## src/logic/mcu_pkg.sv

```systemverilog
// MCU I/O package
// Processor bus, data memory size, I/O register map and interrupt numbers

`default_nettype none

package mcu_pkg;

  localparam int WIDTH     = 18;          // Data cell width
  localparam int DATA_SIZE = 8;           // log2 of data RAM depth
  localparam int CYC_BITS  = 8;           // Cycle counter, wraps every 256

  typedef logic [7:0] byte_t;             // UART payload byte

  // Strobes are one cycle wide, never two at once
  typedef struct packed {
    logic             io_rd;              // I/O read strobe
    logic             io_wr;              // I/O write strobe
    logic             mem_rd;             // Data memory read enable
    logic             mem_wr;             // Data memory write enable
    logic [14:0]      addr;               // Memory and I/O address
    logic [WIDTH-1:0] dout;               // Write data from CPU
  } cpu_bus_t;

  // I/O registers, addr[2:0]
  typedef enum logic [2:0] {
    IO_UDATA = 3'd0,                      // UART data
    IO_USTAT = 3'd1,                      // UART status {full, ready}
    IO_CYCLE = 3'd2                       // Cycle counter
  } io_reg_e;

  // Highest number wins
  typedef enum logic [3:0] {
    IRQ_NONE  = 4'd0,
    IRQ_CYCLE = 4'd1,                     // Counter wrap
    IRQ_UTX   = 4'd2,                     // Transmitter ready
    IRQ_URX   = 4'd3                      // Byte received
  } irq_src_e;

endpackage

`default_nettype wire

```

## src/logic/uart_pkg.sv

```systemverilog
// UART package
// Bit timing, transmit and receive states, status word

`default_nettype none

package uart_pkg;

  localparam int BIT_PERIOD = 8;                    // Clocks per bit
  localparam int BIT_HALF   = BIT_PERIOD / 2;       // Mid-bit sample point
  localparam int BIT_CNT_W  = $clog2(BIT_PERIOD);   // Bit timer width

  typedef enum logic [1:0] {TX_IDLE, TX_START, TX_DATA, TX_STOP} tx_state_e;

  typedef enum logic [1:0] {RX_IDLE, RX_START, RX_DATA, RX_STOP} rx_state_e;

  typedef struct packed {
    logic full;                           // Received byte waiting
    logic ready;                          // Transmitter can take a byte
  } uart_stat_t;

endpackage

`default_nettype wire

```

## src/logic/io_regs.sv

```systemverilog
// I/O register block
// Decodes I/O strobes, drives UART transmit and read strobes,
// registers the read data for the cycle after io_rd

`timescale 1ns/1ps
`default_nettype none

module io_regs import mcu_pkg::*, uart_pkg::*; (
  input  logic                clk,
  input  logic                rst_n,
  input  cpu_bus_t            bus_i,
  input  uart_stat_t          stat_i,
  input  byte_t               rx_byte_i,   // Held UART byte
  input  logic [CYC_BITS-1:0] cycle_i,
  output logic                u_wr_o,      // Transmit pulse
  output byte_t               u_byte_o,    // Transmit byte
  output logic                u_rd_o,      // Receive taken pulse
  output logic [WIDTH-1:0]    io_dout_o
);

  io_reg_e          reg_sel;
  logic             sel_udata;
  logic [WIDTH-1:0] rd_data;

  assign reg_sel   = io_reg_e'(bus_i.addr[2:0]);
  assign sel_udata = (reg_sel == IO_UDATA);

  // Write while busy is dropped
  assign u_wr_o   = bus_i.io_wr && sel_udata && stat_i.ready;
  assign u_byte_o = bus_i.dout[7:0];
  assign u_rd_o   = bus_i.io_rd && sel_udata;

  always_comb begin
    case (reg_sel)
      IO_UDATA: rd_data = WIDTH'(rx_byte_i);
      IO_USTAT: rd_data = WIDTH'({stat_i.full, stat_i.ready});
      IO_CYCLE: rd_data = WIDTH'(cycle_i);
      default:  rd_data = '0;              // Unmapped registers
    endcase
  end

  // Holds until the next read
  always_ff @(posedge clk or negedge rst_n) begin
    if (!rst_n) begin
      io_dout_o <= '0;
    end else if (bus_i.io_rd) begin
      io_dout_o <= rd_data;
    end
  end

endmodule

`default_nettype wire

```

## src/logic/irq_ctrl.sv

```systemverilog
// Interrupt controller
// Free-running cycle counter, edge detect of UART status,
// pending register with acknowledge and priority encoder

`timescale 1ns/1ps
`default_nettype none

module irq_ctrl import mcu_pkg::*, uart_pkg::*; (
  input  logic                clk,
  input  logic                rst_n,
  input  uart_stat_t          stat_i,     // UART ready and full levels
  input  logic                iack_i,     // Clears the bit on ivec_o
  output logic [CYC_BITS-1:0] cycle_o,
  output logic                irq_o,
  output logic [3:0]          ivec_o
);

  logic [CYC_BITS-1:0]      cyc_q;
  logic                     ready_q;      // Previous levels for edge detect
  logic                     full_q;
  logic                     wrap;
  logic [IRQ_URX:IRQ_CYCLE] pend_q;       // No bit for IRQ_NONE
  logic [IRQ_URX:IRQ_CYCLE] pend_d;
  irq_src_e                 ivec;

  assign wrap = (cyc_q == '1);            // Next count is zero

  always_comb begin
    pend_d = pend_q;
    if (iack_i && ivec != IRQ_NONE) pend_d[ivec] = 1'b0;
    // Sources set after the clear, so a same-cycle event survives
    if (wrap) pend_d[IRQ_CYCLE] = 1'b1;
    if (stat_i.ready && !ready_q) pend_d[IRQ_UTX] = 1'b1;
    if (stat_i.full && !full_q) pend_d[IRQ_URX] = 1'b1;
  end

  always_ff @(posedge clk or negedge rst_n) begin
    if (!rst_n) begin
      cyc_q   <= '0;
      ready_q <= 1'b1;                    // Ready out of reset is no edge
      full_q  <= 1'b0;
      pend_q  <= '0;
    end else begin
      cyc_q   <= cyc_q + 1'b1;
      ready_q <= stat_i.ready;
      full_q  <= stat_i.full;
      pend_q  <= pend_d;
    end
  end

  // Priority encoder, highest bit last
  always_comb begin
    ivec = IRQ_NONE;
    if (pend_q[IRQ_CYCLE]) ivec = IRQ_CYCLE;
    if (pend_q[IRQ_UTX]) ivec = IRQ_UTX;
    if (pend_q[IRQ_URX]) ivec = IRQ_URX;
  end

  assign ivec_o  = ivec;
  assign irq_o   = (ivec != IRQ_NONE);
  assign cycle_o = cyc_q;

endmodule

`default_nettype wire

```

## src/logic/mcu_io.sv

```systemverilog
// MCU peripheral side
// Data RAM, I/O registers, UART and interrupt controller
// behind the CPU's strobe bus

`timescale 1ns/1ps
`default_nettype none

module mcu_io import mcu_pkg::*, uart_pkg::*; (
  input  logic             clk,
  input  logic             rst_n,
  input  cpu_bus_t         bus_i,
  output logic [WIDTH-1:0] mem_dout_o,   // Valid the cycle after mem_rd
  output logic [WIDTH-1:0] io_dout_o,    // Valid the cycle after io_rd
  output logic             irq_o,
  output logic [3:0]       ivec_o,
  input  logic             iack_i,
  input  logic             rxd_i,
  output logic             txd_o
);

  logic                u_wr;
  logic                u_rd;
  byte_t               u_byte;           // To transmitter
  byte_t               rx_byte;          // From receiver
  uart_stat_t          u_stat;
  logic [CYC_BITS-1:0] cycle;

  spram i_ram (
    .clk    (clk),
    .rst_n  (rst_n),
    .addr_i (bus_i.addr[DATA_SIZE-1:0]),
    .din_i  (bus_i.dout),
    .we_i   (bus_i.mem_wr),
    .re_i   (bus_i.mem_rd),
    .dout_o (mem_dout_o)
  );

  io_regs i_io (
    .clk       (clk),
    .rst_n     (rst_n),
    .bus_i     (bus_i),
    .stat_i    (u_stat),
    .rx_byte_i (rx_byte),
    .cycle_i   (cycle),
    .u_wr_o    (u_wr),
    .u_byte_o  (u_byte),
    .u_rd_o    (u_rd),
    .io_dout_o (io_dout_o)
  );

  uart i_uart (
    .clk    (clk),
    .rst_n  (rst_n),
    .wr_i   (u_wr),
    .din_i  (u_byte),
    .rd_i   (u_rd),
    .rxd_i  (rxd_i),
    .txd_o  (txd_o),
    .stat_o (u_stat),
    .dout_o (rx_byte)
  );

  irq_ctrl i_irq (
    .clk     (clk),
    .rst_n   (rst_n),
    .stat_i  (u_stat),
    .iack_i  (iack_i),
    .cycle_o (cycle),
    .irq_o   (irq_o),
    .ivec_o  (ivec_o)
  );

endmodule

`default_nettype wire

```

## src/logic/spram.sv

```systemverilog
// Single-port data RAM
// Synchronous write, read data registered on the read enable

`timescale 1ns/1ps
`default_nettype none

module spram import mcu_pkg::*; (
  input  logic                 clk,
  input  logic                 rst_n,
  input  logic [DATA_SIZE-1:0] addr_i,      // Cell address
  input  logic [WIDTH-1:0]     din_i,       // Write data
  input  logic                 we_i,        // Write enable
  input  logic                 re_i,        // Read enable
  output logic [WIDTH-1:0]     dout_o       // Read data, held until next read
);

  logic [WIDTH-1:0] mem [2**DATA_SIZE];

  always_ff @(posedge clk) begin
    if (we_i) begin
      mem[addr_i] <= din_i;
    end
  end

  // Read register, holds between reads
  always_ff @(posedge clk or negedge rst_n) begin
    if (!rst_n) begin
      dout_o <= '0;
    end else if (re_i) begin
      dout_o <= mem[addr_i];
    end
  end

endmodule

`default_nettype wire

```

## src/logic/uart.sv

```systemverilog
// Byte UART
// 8N1 transmitter and receiver, BIT_PERIOD clocks per bit
// Receive input runs through a two-flop synchronizer

`timescale 1ns/1ps
`default_nettype none

module uart import mcu_pkg::*, uart_pkg::*; (
  input  logic       clk,
  input  logic       rst_n,
  input  logic       wr_i,          // Transmit strobe, taken only when ready
  input  byte_t      din_i,         // Byte to send
  input  logic       rd_i,          // Received byte taken, clears full
  input  logic       rxd_i,         // Async serial input
  output logic       txd_o,         // Serial output, idles high
  output uart_stat_t stat_o,
  output byte_t      dout_o         // Last received byte
);

  tx_state_e            tx_state;
  logic [BIT_CNT_W-1:0] tx_cnt;     // Bit timer
  logic [2:0]           tx_bit;     // Data bit index
  byte_t                tx_sh;      // Shift register, LSB goes out next
  logic                 tx_end;

  rx_state_e            rx_state;
  logic                 rx_s1;      // Synchronizer stages
  logic                 rx_s2;
  logic [BIT_CNT_W-1:0] rx_cnt;
  logic [2:0]           rx_bit;
  byte_t                rx_sh;      // Assembles LSB first
  byte_t                rx_q;       // Held byte
  logic                 full_q;
  logic                 rx_end;
  logic                 rx_mid;
  logic                 rx_done;    // Mid stop bit with a valid stop level

  assign tx_end  = (tx_cnt == BIT_CNT_W'(BIT_PERIOD - 1));
  assign rx_end  = (rx_cnt == BIT_CNT_W'(BIT_PERIOD - 1));
  assign rx_mid  = (rx_cnt == BIT_CNT_W'(BIT_HALF - 1));
  assign rx_done = (rx_state == RX_STOP) && rx_end && rx_s2;

  always_ff @(posedge clk or negedge rst_n) begin
    if (!rst_n) begin
      tx_state <= TX_IDLE;
      tx_cnt   <= '0;
      tx_bit   <= '0;
      txd_o    <= 1'b1;
    end else begin
      tx_cnt <= (tx_state == TX_IDLE || tx_end) ? '0 : tx_cnt + 1'b1;
      case (tx_state)
        TX_IDLE: if (wr_i) begin
          tx_state <= TX_START;
          txd_o    <= 1'b0;                      // Start bit
        end
        TX_START: if (tx_end) begin
          tx_state <= TX_DATA;
          txd_o    <= tx_sh[0];
        end
        TX_DATA: if (tx_end) begin
          tx_bit <= tx_bit + 1'b1;               // Wraps back to 0 after bit 7
          if (tx_bit == 3'd7) begin
            tx_state <= TX_STOP;
            txd_o    <= 1'b1;                    // Stop bit
          end else begin
            txd_o <= tx_sh[1];                   // Next bit, before the shift
          end
        end
        TX_STOP: if (tx_end) tx_state <= TX_IDLE;
        default: tx_state <= TX_IDLE;
      endcase
    end
  end

  always_ff @(posedge clk) begin
    if (tx_state == TX_IDLE && wr_i) begin
      tx_sh <= din_i;
    end else if (tx_state == TX_DATA && tx_end) begin
      tx_sh <= tx_sh >> 1;
    end
  end

  always_ff @(posedge clk or negedge rst_n) begin
    if (!rst_n) begin
      rx_s1    <= 1'b1;
      rx_s2    <= 1'b1;
      rx_state <= RX_IDLE;
      rx_cnt   <= '0;
      rx_bit   <= '0;
      full_q   <= 1'b0;
    end else begin
      rx_s1  <= rxd_i;
      rx_s2  <= rx_s1;
      rx_cnt <= (rx_state == RX_IDLE || rx_end) ? '0 : rx_cnt + 1'b1;
      case (rx_state)
        RX_IDLE: if (!rx_s2) rx_state <= RX_START;    // Falling edge of start
        RX_START: if (rx_mid) begin
          rx_cnt   <= '0;                              // Realign to mid-bit
          rx_state <= rx_s2 ? RX_IDLE : RX_DATA;       // Glitch goes back to idle
        end
        RX_DATA: if (rx_end) begin
          rx_bit <= rx_bit + 1'b1;
          if (rx_bit == 3'd7) rx_state <= RX_STOP;
        end
        RX_STOP: if (rx_end) rx_state <= RX_IDLE;
        default: rx_state <= RX_IDLE;
      endcase
      if (rx_done) begin
        full_q <= 1'b1;                                // New byte wins over rd_i
      end else if (rd_i) begin
        full_q <= 1'b0;
      end
    end
  end

  // Framing error drops the byte
  always_ff @(posedge clk) begin
    if (rx_state == RX_DATA && rx_end) rx_sh <= {rx_s2, rx_sh[7:1]};
    if (rx_done) rx_q <= rx_sh;                        // Overwrites an unread byte
  end

  assign stat_o.ready = (tx_state == TX_IDLE);
  assign stat_o.full  = full_q;
  assign dout_o       = rx_q;

endmodule

`default_nettype wire

```

## config.mk

```make
export PLATFORM = sky130hd
export DESIGN_NAME = mcu_io
export DESIGN_NICKNAME = d
export VERILOG_FILES = /design/src/logic/mcu_pkg.sv /design/src/logic/uart_pkg.sv /design/src/logic/io_regs.sv /design/src/logic/irq_ctrl.sv /design/src/logic/mcu_io.sv /design/src/logic/spram.sv /design/src/logic/uart.sv
export SDC_FILE = /design/constraint.sdc
export NUM_CORES = 2
export LEC_CHECK = 0
export ABC_CLOCK_PERIOD_IN_PS = 2800
export BUFFER_PORTS_ARGS = -buffer_cell sky130_fd_sc_hd__buf_2
export CAP_MARGIN = 20
export CORE_MARGIN = 3
export CORE_UTILIZATION = 35
export DETAILED_ROUTE_END_ITERATION = 6
export PLACE_DENSITY_LB_ADDON = 0.3
export SLEW_MARGIN = 20
export SYNTH_ARGS = -nofsm -noshare
export SYNTH_HDL_FRONTEND = slang
export SYNTH_MEMORY_MAX_BITS = 65536
export SYNTH_SLANG_ARGS = --single-unit
```

## constraint.sdc

```tcl
create_clock -name clk -period 2.8 [get_ports clk]
set_input_delay 0 -clock clk [delete_from_list [all_inputs] [get_ports clk]]
set_output_delay 0 -clock clk [all_outputs]
set_load 0.03 [all_outputs]
```

==> impl_summary.md <==
Run status
The run finished, with violations left. The final reports fail on setup timing.

Synth
During synthesis, Yosys emitted a total of 0 warnings. The XOR/XNOR share of the synthesized area is 0.000389. The number of flops mapped to enable cells by yosys is 4,632. The adder-cell share of the synthesized area is 0.000971. The mapped netlist covers 180,000 um2. The count of different cell masters after synthesis is 70. The register bit count reported by yosys is 4,691. The dominant combinational cell family by area after synthesis is multiplexers. The multiplexer fraction of the synthesized cell area is 0.162. The share of the synthesized area in compound gates (AO/OA/AOI/OAI) is 0.0237. Of the total synthesized cell area, the portion taken by AND, OR, NAND and NOR gates is 0.0176.

In the synthesized netlist the dominant register cell turns out to be sky130_fd_sc_hd__edfxtp_1. For this run, asynchronously set or reset flops after synthesis account for 0.0126. The sequential-to-total area share from yosys stat is 0.780. Synthesis produced 8,015 cells. The post-synthesis area per instance is 22.5 um2.

Layout
In the layout the commonest cells are sky130_fd_sc_hd__edfxtp_1, sky130_fd_sc_hd__mux4_2, sky130_fd_sc_hd__buf_4. The most common library cell in the layout ignoring fill and taps is sky130_fd_sc_hd__edfxtp_1. The layout cell share with drive strength beyond 1 is 0.347. In the final design database the tool counted 9,292 nets. The count of filler cells inserted in the layout is 43.5k. From synthesis to final layout, the design area changed by 19.9%. The multi-input gate area in the final layout is 37,900 um2. The storage element area is 141,000 um2.

Setup path
The critical path required time is 3.73 ns. The number of cell instances on the worst register-to-register path is 7. STA classifies the critical path endpoint as a flop. The kind of start point of the critical path is an input pin. The critical path is of the in2reg type. Along the worst path, the maximum fanout reaches 13. The data arrival time of the worst path is 3.79 ns.

Floorplanning
For this design the top-level I/O count stands at 83. For this configuration, the core starts out at a cell density of 0.353. The die covers 524,000 um2.

The die height is 724 um. The total core area is 511,000 um2. The die span in x is 724 um. Row generation in the floorplan step produced 262 rows.

Power and ir drop
Of the total power, the share spent switching nets is 0.220. Dividing total power by cell area gives a power density of 683 nW/um2. Summed over all nets, the switching power comes to 32.6 mW. Internal power comes to 115 mW. VDD sags by at most 0.000578 V.

The share of total power dissipated in sequential elements is 0.526. The part of the power in the clock network is 0.412. In this run the static leakage power is 68.7 nW. The share of total power dissipated in combinational logic is 0.062.

Routing
The routed layout has 91.0k vias. The count of unresolved DRC violations after routing is 0. The total length of routed wires is 524 mm. The detail route stage leaves a number of antenna-violating nets equal to 0. Dividing the detail-routed wire length by the instance count gives 32.0 um.

The ratio of routed vias to standard cells is 5.56. In this run, the number of DRC markers left after iteration 0 of detailed routing was 11.9k. The first TritonRoute pass finished after 5 iterations.

Timing
The slew at the pin closest to its max-slew limit is 1.23 ns. The final total negative setup slack is -0.0655 ns. Setup slack on the critical path of the routed design comes to -0.0655 ns. The max-slew violation total from the final report was 0.

The number of setup violations in the final report is 1. Measured against its own limit, the worst slew margin works out to 0.177. Setup repair after global routing left no endpoint under its margin. The number of failing hold endpoints at the final stage was 0. The routed design could run at a clock period as short as 2.87 ns. The smallest hold slack is 0.0546 ns. Timing would allow up to 0.349 GHz. Dividing the final minimum period by the clock period gives 1.02. The clock skew is 0.103 ns.

Global route
Across every metal layer, demand over resource in global routing totals 0.197. In this run the most used layer during global routing was met2. The met2 track demand over resource is 0.317. The first global-routing pass estimated 731 mm of wire.

For this run, global-route usage on met1 was measured as 0.276. In the global route stage, met3 resource usage came out at 0.0368. After global routing the overflow that remains totals 0.

The largest net degree at the start of global routing is 121. The number of antenna violations at the first check in global routing was 43. The via count of the first global-routing pass is 91.2k.

Worst hold path
The number of cells traversed by the worst hold path is 2. The min-delay analysis places its worst path in the category in2reg.

Clocking
TritonCTS created 460 clock buffers. The source-to-sink clock delay at the later pin of the worst-skew pair is 1.05 ns. TritonCTS built the clock tree. The clock net sink count is 4,691. The H-tree was split into 5 levels. Counting along the longest clock path gives a buffer depth of 4.

The tree is rooted in a sky130_fd_sc_hd__clkbuf_16. The clock slew seen by the registers of the worst setup and hold paths is 0.06 ns.

Placed design
After legalization and detailed placement, the total HPWL measured 331 mm. At the end of routability-driven placement, the weighted congestion stood at 0.844. During placement, the flow inserted port buffers numbering 63.

Flow run
The number of maximum-capacitance violations is 0.
-- area by class of cell --
type | count | area share
antenna | 12 | 0.000139
clock inverter | 274 | 0.0126
inverter | 23 | 0.000422
tap | 6732 | 0.0390
timing repair buffer | 1231 | 0.0668
multi-input combinational | 2830 | 0.175
sequential | 4691 | 0.650
clock buffer | 569 | 0.0556
-- metal layers --
metal / up-vias / routed length [um] / share of wire
met5: - / 90 / 0.00017
met4: 14 / 14900 / 0.028
met3: 683 / 45400 / 0.087
met2: 4217 / 250000 / 0.48
met1: 49427 / 213000 / 0.41
li1: 36616 / - / -
-- through the flow --
| step | power [mW] | cell area [um2] | utilization | cells | worst slack, ns |
|---|---|---|---|---|---|
| CTS | 149 | 216000 | 0.423 | 16350 | 0.000251 |
| global route | 152 | 216000 | 0.423 | 16351 | 0.00911 |
| finish | 148 | 216000 | 0.423 | 16362 | -0.0655 |
| detailed placement | 88.4 | 201000 | 0.393 | 15461 | -0.965 |
| floorplan | 83.3 | 181000 | - | 8026 | -0.548 |
| global placement | 88.2 | 201000 | 0.393 | 15461 | -1.04 |
-- synthesized netlist by cell type (12+ instances only) --
library cell,count,area share
sky130_fd_sc_hd__edfxtp_1,4632,0.77
sky130_fd_sc_hd__mux4_2,1114,0.14
sky130_fd_sc_hd__mux2i_1,308,0.017
sky130_fd_sc_hd__nor2_1,266,0.0055
sky130_fd_sc_hd__o22ai_1,167,0.0058
sky130_fd_sc_hd__buf_4,154,0.0064
sky130_fd_sc_hd__clkbuf_1,141,0.0029
sky130_fd_sc_hd__buf_2,138,0.0038
sky130_fd_sc_hd__nand2_1,128,0.0027
sky130_fd_sc_hd__a22oi_1,103,0.0043
sky130_fd_sc_hd__mux2_2,91,0.0057
sky130_fd_sc_hd__nand3_1,84,0.0023
sky130_fd_sc_hd__o21ai_0,69,0.0019
sky130_fd_sc_hd__dfrtp_1,55,0.0076
sky130_fd_sc_hd__nor3_1,51,0.0014
sky130_fd_sc_hd__a21oi_1,48,0.0013
sky130_fd_sc_hd__o22a_1,32,0.0016
sky130_fd_sc_hd__nand4_1,27,0.00094
sky130_fd_sc_hd__a32o_1,26,0.0014
sky130_fd_sc_hd__buf_6,26,0.0016
sky130_fd_sc_hd__nor2b_1,26,0.00090
sky130_fd_sc_hd__buf_1,23,0.00048
sky130_fd_sc_hd__o221ai_1,23,0.0011
sky130_fd_sc_hd__inv_1,22,0.00046
sky130_fd_sc_hd__o31ai_1,20,0.00083
sky130_fd_sc_hd__a221oi_1,18,0.00087
sky130_fd_sc_hd__ha_1,14,0.00097
sky130_fd_sc_hd__nand2b_1,12,0.00042
sky130_fd_sc_hd__o2111ai_1,12,0.00058
sky130_fd_sc_hd__or4_1,12,0.00050
-- worst paths after layout --
path	start	slack (ns)	to
max in group asynchronous	rst_n	2.27	i_ram.dout_o[11]$_DFFE_PN0P_
max reg2reg	i_ram.mem[243][1]$_DFFE_PP_	0.05	i_ram.dout_o[1]$_DFFE_PN0P_
max	bus_i[23]	-0.07	i_ram.dout_o[9]$_DFFE_PN0P_
min	bus_i[1]	0.05	i_ram.mem[240][1]$_DFFE_PP_
min in group asynchronous	rst_n	0.10	i_uart.txd_o$_DFFE_PN1P_
min reg2reg	i_uart.rx_s1$_DFF_PN1_	0.36	i_uart.rx_s2$_DFF_PN1_
-- flip-flops by register name (all words and copies together), names as in the netlist, 2 cells and up, named ones only --
| name | flops |
|---|---|
| i_uart.rx_bit | 3 |
| i_irq.cycle_o | 8 |
| i_uart.rx_sh | 8 |
| i_uart.tx_sh | 8 |
| i_uart.tx_bit | 3 |
| i_ram.mem | 4608 |
| i_uart.rx_cnt | 3 |
| i_irq.pend_q | 3 |
| i_uart.dout_o | 8 |
| i_uart.tx_state | 2 |
| i_ram.dout_o | 18 |
| i_uart.tx_cnt | 3 |
| i_io.io_dout_o | 8 |
-- power groups by stage --
stage,Sequential (mW),Combinational [mW],Clock (mW)
after floorplan,79.2,4.12,0
after global placement,79.2,9.01,0
after detailed placement,79.2,9.17,0
after CTS,77.7,9.27,62.0
after global routing,77.7,9.65,64.6
final,77.7,9.20,60.9
-- kinds of logic after synthesis --
family	Yosys count
fa+ha+maj	14
flops	4691
other cells	1
buf+inv	505
xor+xnor	8
compound gates	606
simple gates	677
mux	1513
-- what timing repair did --
| item | 4_1_cts | 5_1_grt |
|---|---|---|
| gates cloned | 0 | 0 |
| buffers inserted | 0 | 0 |
| pin swaps | 1 | 0 |
| gates resized for setup | 5 | 4 |
| hold buffers | 46 | 0 |
| endpoints found under the hold margin | 4642 | 0 |
| endpoints found under the setup margin | 3 | 4 |
-- critical path, stage by stage --
cell and delay, ns:
sky130_fd_sc_hd__buf_6 0.15, sky130_fd_sc_hd__dlygate4sd3_1 0.74, sky130_fd_sc_hd__buf_4 0.24, sky130_fd_sc_hd__nand2_1 0.09, sky130_fd_sc_hd__buf_4 0.23, sky130_fd_sc_hd__buf_4 0.28
sky130_fd_sc_hd__nor3_1 0.08, sky130_fd_sc_hd__a211o_1 0.31, sky130_fd_sc_hd__o31ai_1 0.62, sky130_fd_sc_hd__buf_4 0.24, sky130_fd_sc_hd__nand4_1 0.33, sky130_fd_sc_hd__buf_4 0.28
sky130_fd_sc_hd__a41oi_1 0.14
Power figures use the tool's default switching activity.
